===== src/mem_pkg.sv =====
// shared widths, typedefs, cache localparams and cache state enum
package mem_pkg;

    // datapath widths
    localparam int WORD_W      = 32;
    localparam int WORD_ADDR_W = 30;
    localparam int REG_IDX_W   = 5;
    localparam int REG_COUNT   = 32;

    typedef logic [WORD_W-1:0]      word_t;
    typedef logic [WORD_ADDR_W-1:0] word_addr_t;
    typedef logic [REG_IDX_W-1:0]   reg_idx_t;

    // cache geometry
    localparam int LINE_COUNT = 16;
    localparam int INDEX_W    = 4;
    localparam int TAG_W      = WORD_ADDR_W - INDEX_W;

    typedef logic [INDEX_W-1:0] index_t;
    typedef logic [TAG_W-1:0]   tag_t;

    // backing store, low word address bits only so upper addresses alias
    localparam int MEM_WORDS = 256;
    localparam int MEM_IDX_W = $clog2(MEM_WORDS);

    typedef logic [MEM_IDX_W-1:0] mem_idx_t;

    // refill latency after a read miss is seen
    localparam int MISS_CYCLES = 4;

    typedef enum logic {
        CACHE_IDLE,
        CACHE_REFILL
    } cache_state_t;

endpackage


===== src/writeback_unit.sv =====
// writeback_unit: write-back source select and register file with one read port
`timescale 1ns/1ps

module writeback_unit (
    input  logic              clk,
    input  logic              rst_n,
    input  mem_pkg::word_t    alu_result,
    input  mem_pkg::word_t    mem_data,
    input  mem_pkg::word_t    pc_plus_4,
    input  mem_pkg::reg_idx_t rd,
    input  logic              mem2reg,
    input  logic              regwr,
    input  logic              jump,
    input  mem_pkg::reg_idx_t rs_addr,
    output mem_pkg::word_t    rs_data
);

    import mem_pkg::*;

    word_t regs [REG_COUNT];
    word_t wb_data;

    // jump link has priority over load data
    always_comb begin
        if (jump) begin
            wb_data = pc_plus_4;
        end else if (mem2reg) begin
            wb_data = mem_data;
        end else begin
            wb_data = alu_result;
        end
    end

    always_ff @(posedge clk) begin
        if (!rst_n) begin
            for (int i = 0; i < REG_COUNT; i++) begin
                regs[i] <= '0;
            end
        end else if (regwr && (rd != '0)) begin
            regs[rd] <= wb_data;
        end
    end

    // x0 reads as zero
    assign rs_data = (rs_addr == '0) ? '0 : regs[rs_addr];

endmodule

===== config.mk =====
export PLATFORM = sky130hd
export DESIGN_NAME = writeback_unit
export DESIGN_NICKNAME = d
export VERILOG_FILES = /design/src/mem_pkg.sv /design/src/writeback_unit.sv
export SDC_FILE = /design/constraint.sdc
export NUM_CORES = 1
export LEC_CHECK = 0
export ABC_AREA = 0
export BUFFER_PORTS_ARGS = -buffer_cell sky130_fd_sc_hd__buf_2
export CAP_MARGIN = 40
export CORE_MARGIN = 2
export CORE_UTILIZATION = 35
export DETAILED_ROUTE_END_ITERATION = 8
export REMOVE_ABC_BUFFERS = 1
export SETUP_SLACK_MARGIN = 0.4
export SLEW_MARGIN = 25
export SYNTH_ARGS = -nofsm -noshare
export SYNTH_HDL_FRONTEND = slang
export SYNTH_SLANG_ARGS = --single-unit
export TNS_END_PERCENT = 20

===== constraint.sdc =====
create_clock -name clk -period 3.2 [get_ports clk]
set_clock_uncertainty 0.05 [all_clocks]
set_input_delay 0.16 -clock clk [delete_from_list [all_inputs] [get_ports clk]]
set_output_delay 0.16 -clock clk [all_outputs]
set_load 0.01 [all_outputs]

==> out/metrics.cfg <==
[run_status]
status=finished clean

[timing]
setup_viol=0
clock.fmax_ghz=0.345
relSlewSlack_pct=41.4
tightestPinTransition_ns=0.873
min_period_ns=2.90
hold_viol=0
setup_tns_ns=0
rsz0062_at_grt=true
fin_crit_sh_pct=90.7
slew_violations=0

[cts]
tritoncts=yes
postCtsHoldBufs=0
clockBufferDepth=3
clkSlewWorstSetupHoldPaths_ns=0.06
cts.sinks=1024
cts-root-buf=clkbuf_16
cts_setup_buffers=0
numCtsBuffers=102
h-tree-depth=3

[worst_setup_path]
cpPeakStageDelay_ns=0.61
cp-end-kind=primary output
required_ns=2.99
worstPathCellList=mux4_2 -> nor2b_1 -> a211oi_1 -> a311oi_1 -> buf_2
path_max_fanout=1
crit_path_top_delay_cell=a211oi_1
critical_path_class=reg -> out
startpoint_type=flop
cp.arrival_ns=2.69

[yosys]
ys_top_cells_by_count=nor2_1, edfxtp_1, mux4_2
yosys.area.top_type=edfxtp_1
synth_cell_types=37
synth_top_area_share_pct=68.9
ys.warnings.count=0
syn_area_um2=44600
yosys.cell_count.top_type=nor2_1
syn-instance-count=3060
synth_edf_count=1024
ys.flop_type=edfxtp_1
async_reset_ff_share_pct=0
ys_seq_elements=1024
synth_area_per_cell_um2=14.6
yosysSeqAreaShare_pct=68.9
synth_area_leaders=edfxtp_1, mux4_2, nor2_1

[floorplan]
fp-row-count=131
core_um2=127000
initial_core_util_pct=35.1
die_h_um=361
dieArea_um2=130000
io_pins=143
die_w_um=361

[placed_design]
place.gp.congestion=0.846
place_hpwl_um=85300
numPortBuffers=142
placed_area_um2=48300
dp.cells=4801

[power_and_ir_drop]
max-vdd-ir-drop_v=0.000433
power.density_nw_per_um2=589
finalPower_mw=30.4
p_leak_nw=17.3

[drt]
drc_errors=0
via_per_inst=5.61
routed_wirelength_um=139000
first_pass_iters=6
drtIter0Drc=4002
wl_per_cell_um=28.0
vias=27924
drt.antenna.violating_nets=0

[final_layout]
largest_reg_flops=1024
regMostFlops=regs
nNetsFinal=3355
drive_gt1_share_pct=24.1
instances_no_fill=4980
design_area_um2=51500
area_growth_pct=15.5
top_regs=regs: 1024 flops
num-fill-cells=11585
num_antenna_cells=0

[global_routing]
antenna_found_initial=5
grt-ovfl-total=0
grtUsageMet3_pct=4.03
top_usage_layer=met2
grt_pass1_vias=27347
met1_usage_pct=30.4
grt_max_degree=54
grt_usage_pct=21.1
grt_pass1_wl_um=199000
use_met2_pct=32.8

[min_path]
hp-class=in -> reg
worstHoldPathCells=3

[run]
maxCapViolCount=0

## where the power goes
| group | switching, mW | internal, mW | total, mW |
|---|---|---|---|
| Sequential | 0.197 | 15.5 | 15.7 |
| Combinational | 2.03 | 1.08 | 3.11 |
| Clock | 5.06 | 6.52 | 11.6 |
## cell type report
| type | count | area [µm²] | share of cell area [%] |
|---|---|---|---|
| well taps | 1662 | 2080 | 4.04 |
| flip-flops and latches | 1024 | 30700 | 59.7 |
| multi-input cells | 1758 | 12900 | 25.1 |
| clock buffers | 133 | 2690 | 5.22 |
| inverters | 2 | 7.51 | 0.0146 |
| repair buffers | 356 | 2630 | 5.11 |
| clock inverters | 45 | 428 | 0.830 |
## layout by cell type (no fill, tap or decap), drive strengths merged
cell	count
bufinv	8
a221oi	24
conb	32
clkbuf	133
nand2b	1
or4	1
o2111ai	8
and3b	1
inv	4
and3	1
buf	356
and2	1
clkinv	35
mux2i	96
nor2b	34
edfxtp	1024
a211oi	32
nor2	1029
o21ai	56
nand2	81
a22oi	32
a311oi	32
mux2	32
nor3	2
a21oi	32
and4	1
or2	1
nor3b	5
mux4	224
## worst max-delay path: cells and delay by family, from the launching register on
family                 cells  cell delay (ns)
and+or+nand+nor            1             0.14
DFF                        1             0.37
buffers and inverters      1             0.21
muxes                      1             0.45
AOI/OAI and AO/OA          2             0.84
## final timing paths
kind	start	end	slack, ns
max	regs[0][25]	rs_data[25]	0.30
min	rst_n	regs[9][20]	0.04
## through the flow
| step | util (%) | worst slack, ns | hold slack (ns) |
|---|---|---|---|
| after global placement | 38.0 | 0.218 | 0.708 |
| after global routing | 40.6 | 0.286 | 0.0571 |
| after floorplan | - | 0.705 | 0.381 |
| final | 40.6 | 0.299 | 0.0414 |
| after CTS | 40.5 | 0.229 | 0.0136 |
| after detailed placement | 38.0 | 0.255 | 0.724 |
## repair_timing
item	in CTS	in global routing
hold endpoints to repair	0	0
gates resized for setup	5	14
pin swaps	1	1
endpoints found under the setup margin	17	18
## kinds of logic after synthesis
logic type / share of synthesized area, %
buffers and inverters: 3.40
muxes: 14.3
and+or+nand+nor: 10.1
other: 0.00840
AOI/OAI and AO/OA: 3.32
DFF: 68.9
## routing by layer
metal / part of all wire (%) / wire length [µm] / up-vias
met2: 46 / 63900 / 1687
met4: 2.6 / 3680 / 0
met5: 0 / 0 / -
li1: - / - / 11602
met3: 11 / 15000 / 192
met1: 41 / 56800 / 14443
(Power assumes the default switching activity.)
