===== config.mk =====
export PLATFORM = sky130hd
export DESIGN_NAME = mem_stage
export DESIGN_NICKNAME = d
export VERILOG_FILES = /design/src/mem_pkg.sv /design/src/mem_stage.sv
export SDC_FILE = /design/constraint.sdc
export NUM_CORES = 1
export LEC_CHECK = 0
export BUFFER_PORTS_ARGS = -buffer_cell sky130_fd_sc_hd__buf_4
export CAP_MARGIN = 20
export CORE_AREA = 2 2 120 122
export CTS_CLUSTER_SIZE = 10
export DETAILED_ROUTE_END_ITERATION = 12
export DIE_AREA = 0 0 122 124
export SYNTH_ARGS = -nofsm -noshare
export SYNTH_HDL_FRONTEND = slang
export SYNTH_SLANG_ARGS = --single-unit

===== constraint.sdc =====
create_clock -name clk -period 6.5 [get_ports clk]
set_input_delay 1.3 -clock clk [delete_from_list [all_inputs] [get_ports clk]]
set_output_delay 1.3 -clock clk [all_outputs]
set_load 0.05 [all_outputs]

===== src/mem_pkg.sv =====
// shared widths, typedefs, cache localparams and cache state enum
package mem_pkg;

    // datapath widths
    localparam int WORD_W      = 32;
    localparam int WORD_ADDR_W = 30;
    localparam int REG_IDX_W   = 5;
    localparam int REG_COUNT   = 32;

    typedef logic [WORD_W-1:0]      word_t;
    typedef logic [WORD_ADDR_W-1:0] word_addr_t;
    typedef logic [REG_IDX_W-1:0]   reg_idx_t;

    // cache geometry
    localparam int LINE_COUNT = 16;
    localparam int INDEX_W    = 4;
    localparam int TAG_W      = WORD_ADDR_W - INDEX_W;

    typedef logic [INDEX_W-1:0] index_t;
    typedef logic [TAG_W-1:0]   tag_t;

    // backing store, low word address bits only so upper addresses alias
    localparam int MEM_WORDS = 256;
    localparam int MEM_IDX_W = $clog2(MEM_WORDS);

    typedef logic [MEM_IDX_W-1:0] mem_idx_t;

    // refill latency after a read miss is seen
    localparam int MISS_CYCLES = 4;

    typedef enum logic {
        CACHE_IDLE,
        CACHE_REFILL
    } cache_state_t;

endpackage


===== src/mem_stage.sv =====
// mem_stage: EX/MEM to MEM/WB register with data cache request and stall hold
`timescale 1ns/1ps

module mem_stage (
    input  logic               clk,
    input  logic               rst_n,
    // EX/MEM fields
    input  mem_pkg::word_t     alu_result_in,
    input  mem_pkg::word_t     mem_wdata_in,
    input  logic               memrd_in,
    input  logic               memwr_in,
    input  mem_pkg::word_t     pc_plus_4_in,
    input  mem_pkg::reg_idx_t  rd_in,
    input  logic               mem2reg_in,
    input  logic               regwr_in,
    input  logic               jump_in,
    // MEM/WB fields
    output mem_pkg::word_t     alu_result_out,
    output mem_pkg::word_t     mem_data,
    output mem_pkg::word_t     pc_plus_4_out,
    output mem_pkg::reg_idx_t  rd_out,
    output logic               mem2reg_out,
    output logic               regwr_out,
    output logic               jump_out,
    // data cache side
    input  logic               dcache_stall,
    input  mem_pkg::word_t     dcache_rdata,
    output logic               dcache_ren,
    output logic               dcache_wen,
    output mem_pkg::word_addr_t dcache_addr,
    output mem_pkg::word_t     dcache_wdata,
    output logic               pipe_stall
);

    import mem_pkg::*;

    word_t load_data;

    // cache keeps words in the opposite byte order
    function automatic word_t byte_swap(input word_t data);
        byte_swap = {data[7:0], data[15:8], data[23:16], data[31:24]};
    endfunction

    // request goes straight through, no register
    assign dcache_ren   = memrd_in;
    assign dcache_wen   = memwr_in;
    assign dcache_addr  = alu_result_in[WORD_W-1:2];
    assign dcache_wdata = byte_swap(mem_wdata_in);

    // only a real memory access can stall the pipe
    assign pipe_stall = dcache_stall & (memrd_in | memwr_in);

    assign load_data = byte_swap(dcache_rdata);

    // control fields, bubble on stall
    always_ff @(posedge clk) begin
        if (!rst_n) begin
            mem2reg_out <= 1'b0;
            regwr_out   <= 1'b0;
            jump_out    <= 1'b0;
        end else if (pipe_stall) begin
            regwr_out   <= 1'b0;
        end else begin
            mem2reg_out <= mem2reg_in;
            regwr_out   <= regwr_in;
            jump_out    <= jump_in;
        end
    end

    // payload fields held while stalled
    always_ff @(posedge clk) begin
        if (!pipe_stall) begin
            alu_result_out <= alu_result_in;
            mem_data       <= load_data;
            pc_plus_4_out  <= pc_plus_4_in;
            rd_out         <= rd_in;
        end
    end

endmodule


==> results.sh <==
export IMPL_outcome="finished clean"
export IMPL_max_freq_ghz=0.315
export IMPL_num_io_pins=310
export IMPL_syn_area_per_cell_um2=20.5
export IMPL_cts_made_buffers=9
export IMPL_crit_top_cell="buf_4"
export IMPL_cts_max_level=3
export IMPL_ys_seq_area_share_pct=85.2
export IMPL_die_area_um2=15100
export IMPL_cap_violations=0
export IMPL_fillers=1280
export IMPL_vias=2146
export IMPL_setup_violations=0
export IMPL_cts_hold_fix_buffers=0
export IMPL_fin_nets=512
export IMPL_ys_types=8
export IMPL_clock_latency_ns=0.35
export IMPL_rr_worst_depth=2
export IMPL_route_detailed_drc=0
export IMPL_crit_required_ns=5.20
export IMPL_grt_pass1_wl_um=11400
export IMPL_cts_sinks=104
export IMPL_fin_crit_ns=3.18
export IMPL_drive_gt1_share_pct=70.7
export IMPL_async_flop_share_pct=0
export IMPL_worstHoldStart="mem2reg_out"
export IMPL_hold_violations=0
export IMPL_synth_most_common_cell="edfxtp_1"
export IMPL_antenna_found_initial=0
export IMPL_yosys_top_cells_area="edfxtp_1, buf_4, dfxtp_1"
export IMPL_crit_chain="buf_4 -> o21ai_4 -> inv_2 -> buf_4"
export IMPL_synth_edf_count=101
export IMPL_worstPathArrival_ns=1.88
export IMPL_worstReg2RegEnd="jump_out"
export IMPL_cts_resized=0
export IMPL_clockRootBuffer="clkbuf_16"
export IMPL_place_ws_ns=3.24
export IMPL_first_global_vias=2089
export IMPL_hold_class="reg -> reg"
export IMPL_max_vdd_ir_drop_mv=0.115
export IMPL_post_drt_via_cell_ratio=3.86
export IMPL_rsz0062_at_grt="no"
export IMPL_syn_num_nets=318
export IMPL_yosysTopAreaCellShare_pct=83.6
export IMPL_cpMaxStageDelayCell="buf_4"
export IMPL_drt_total_wl_um=8630
export IMPL_cp_max_fo=3
export IMPL_fin_worst_skew_ns=0
export IMPL_tns_ns=0
export IMPL_yosysWarnings=0
export IMPL_worstMarginPinSlew_ns=0.713
export IMPL_synth_top_cells_by_count="edfxtp_1, buf_4, nand2_1, dfxtp_1, mux2i_1"
export IMPL_multiInputGateArea_um2=58.8
export IMPL_synth_top_cell_by_area="edfxtp_1"
export IMPL_overflow=0
export IMPL_cts_max_path_buffers=2
export IMPL_critPathLaunchType="input pin"
export IMPL_hold_end="mem2reg_out"
export IMPL_setup_worst_path_start="memwr_in"
export IMPL_wl_per_cell_um=15.5
export IMPL_synth_ff_type="edfxtp_1"
export IMPL_power_mw=1.82
export IMPL_cts_tree="yes"
export IMPL_min_period_over_period_pct=48.9
export IMPL_r2r_slack_ns=5.88
export IMPL_worst_slack_ns=3.32
export IMPL_regArea_um2=3090
export IMPL_whs_path_depth=2
export IMPL_grt_max_degree=58
export IMPL_gp_congestion=0.690
export IMPL_postCtsSetupBuffers=0
export IMPL_die_h_um=124
export IMPL_core_um2=13700
export IMPL_slew_viol_final=0
export IMPL_leakagePower_nw=2.40
export IMPL_worst_setup_path_type="in -> out"
export IMPL_syn_instance_count=177
export IMPL_grt_usage_pct=10.5
export IMPL_die_w_um=122
export IMPL_relSlewSlack_pct=52.5
export IMPL_cts_clk_slew_worst_paths_ns=0.07
export IMPL_cpPeakStageDelay_ns=0.19
export IMPL_first_pass_iters=3
export IMPL_ant_nets=0
export IMPL_rr_startpoint="jump_out"
export IMPL_netlist_area_um2=3630
export IMPL_syn_to_final_growth_pct=52.7
export IMPL_portBuffers=245
export IMPL_yosys_register_bits=104
export IMPL_power_density_nw_per_um2=328
export IMPL_worst_setup_path_end_kind="output pin"
export IMPL_path_delay_family="buffers and inverters"
export IMPL_antennaDiodeCount=0
export IMPL_worst_path_buf_inv=3
export IMPL_rows=43
export IMPL_drtIter0Drc=101
export IMPL_start_util_pct=26.4
## metrics by stage
stage          hold WS (ns)  std cells  cell area, um2  util [%]
3_5_place_dp          0.477        540            5240      38.2
2_1_floorplan         0.686        177            3630         -
6_report              0.489        556            5540      40.4
3_3_place_gp          0.457        540            5240      38.2
4_1_cts               0.488        556            5540      40.4
5_1_grt               0.525        556            5540      40.4
## how the worst max path moves through the flow
| stage | depth (start not counted) | slack (ns) | endpoint |
|---|---|---|---|
| finish | 4 | 3.32 | pipe_stall |
| global route | 4 | 3.31 | pipe_stall |
| CTS | 4 | 3.32 | pipe_stall |
| detailed placement | 4 | 3.24 | rd_out[1] |
| global placement | 4 | 3.26 | rd_out[1] |
| floorplan | 2 | 0.56 | pipe_stall |
## state kept, by name, summed over array words and instances, names as in the netlist
name,count
rd_out,5
mem_data,32
mem2reg_out,1
alu_result_out,32
regwr_out,1
jump_out,1
pc_plus_4_out,32
## placed cells by master, fill, tap and decap left out
cell and instances:
buf_4 247, edfxtp_1 101, clkbuf_16 9, nand2_1 4, dfxtp_1 3, mux2i_1 2, clkinv_8 2, inv_6 2
inv_8 2, o21ai_4 1, inv_2 1, and3_2 1, clkinv_4 1
## kinds of logic (layout without fill, tap and decap cells)
| logic type | Yosys count | count (layout) | share of synthesized area, % |
|---|---|---|---|
| flip-flops | 104 | 104 | 85.2 |
| buffers and inverters | 65 | 264 | 13.3 |
| AND/OR/NAND/NOR | 5 | 5 | 0.621 |
| multiplexers | 2 | 2 | 0.552 |
| AO/OA/AOI/OAI | 1 | 1 | 0.241 |
## metal layers
layer | up-vias | GRT usage, % | share of wire, %
met1 | 982 | 10.3 | 32
met3 | 32 | 5.86 | 13
met4 | 0 | 7.04 | 4.7
met5 | - | 0 | 0
li1 | 970 | - | -
met2 | 162 | 17.0 | 50
## tightest hold or removal path: cells and delay by family (launching register included)
family | cells | cell delay (ns)
flip-flops | 1 | 0.32
AND/OR/NAND/NOR | 1 | 0.07
multiplexers | 1 | 0.06
## power by group
group | internal (mW) | switching, mW
clock network | 0.275 | 0.258
registers | 0.808 | 0.0182
logic | 0.135 | 0.323
total | 1.22 | 0.599
## layout make-up
class | instances | share of cell area, %
flip-flops and latches | 104 | 55.8
repair buffers | 247 | 33.5
clock buffers | 9 | 4.06
well taps | 180 | 4.06
clock inverters | 7 | 1.47
multi-input cells | 8 | 1.06
inverters | 1 | 0.0677
(Power assumes the default switching activity.)
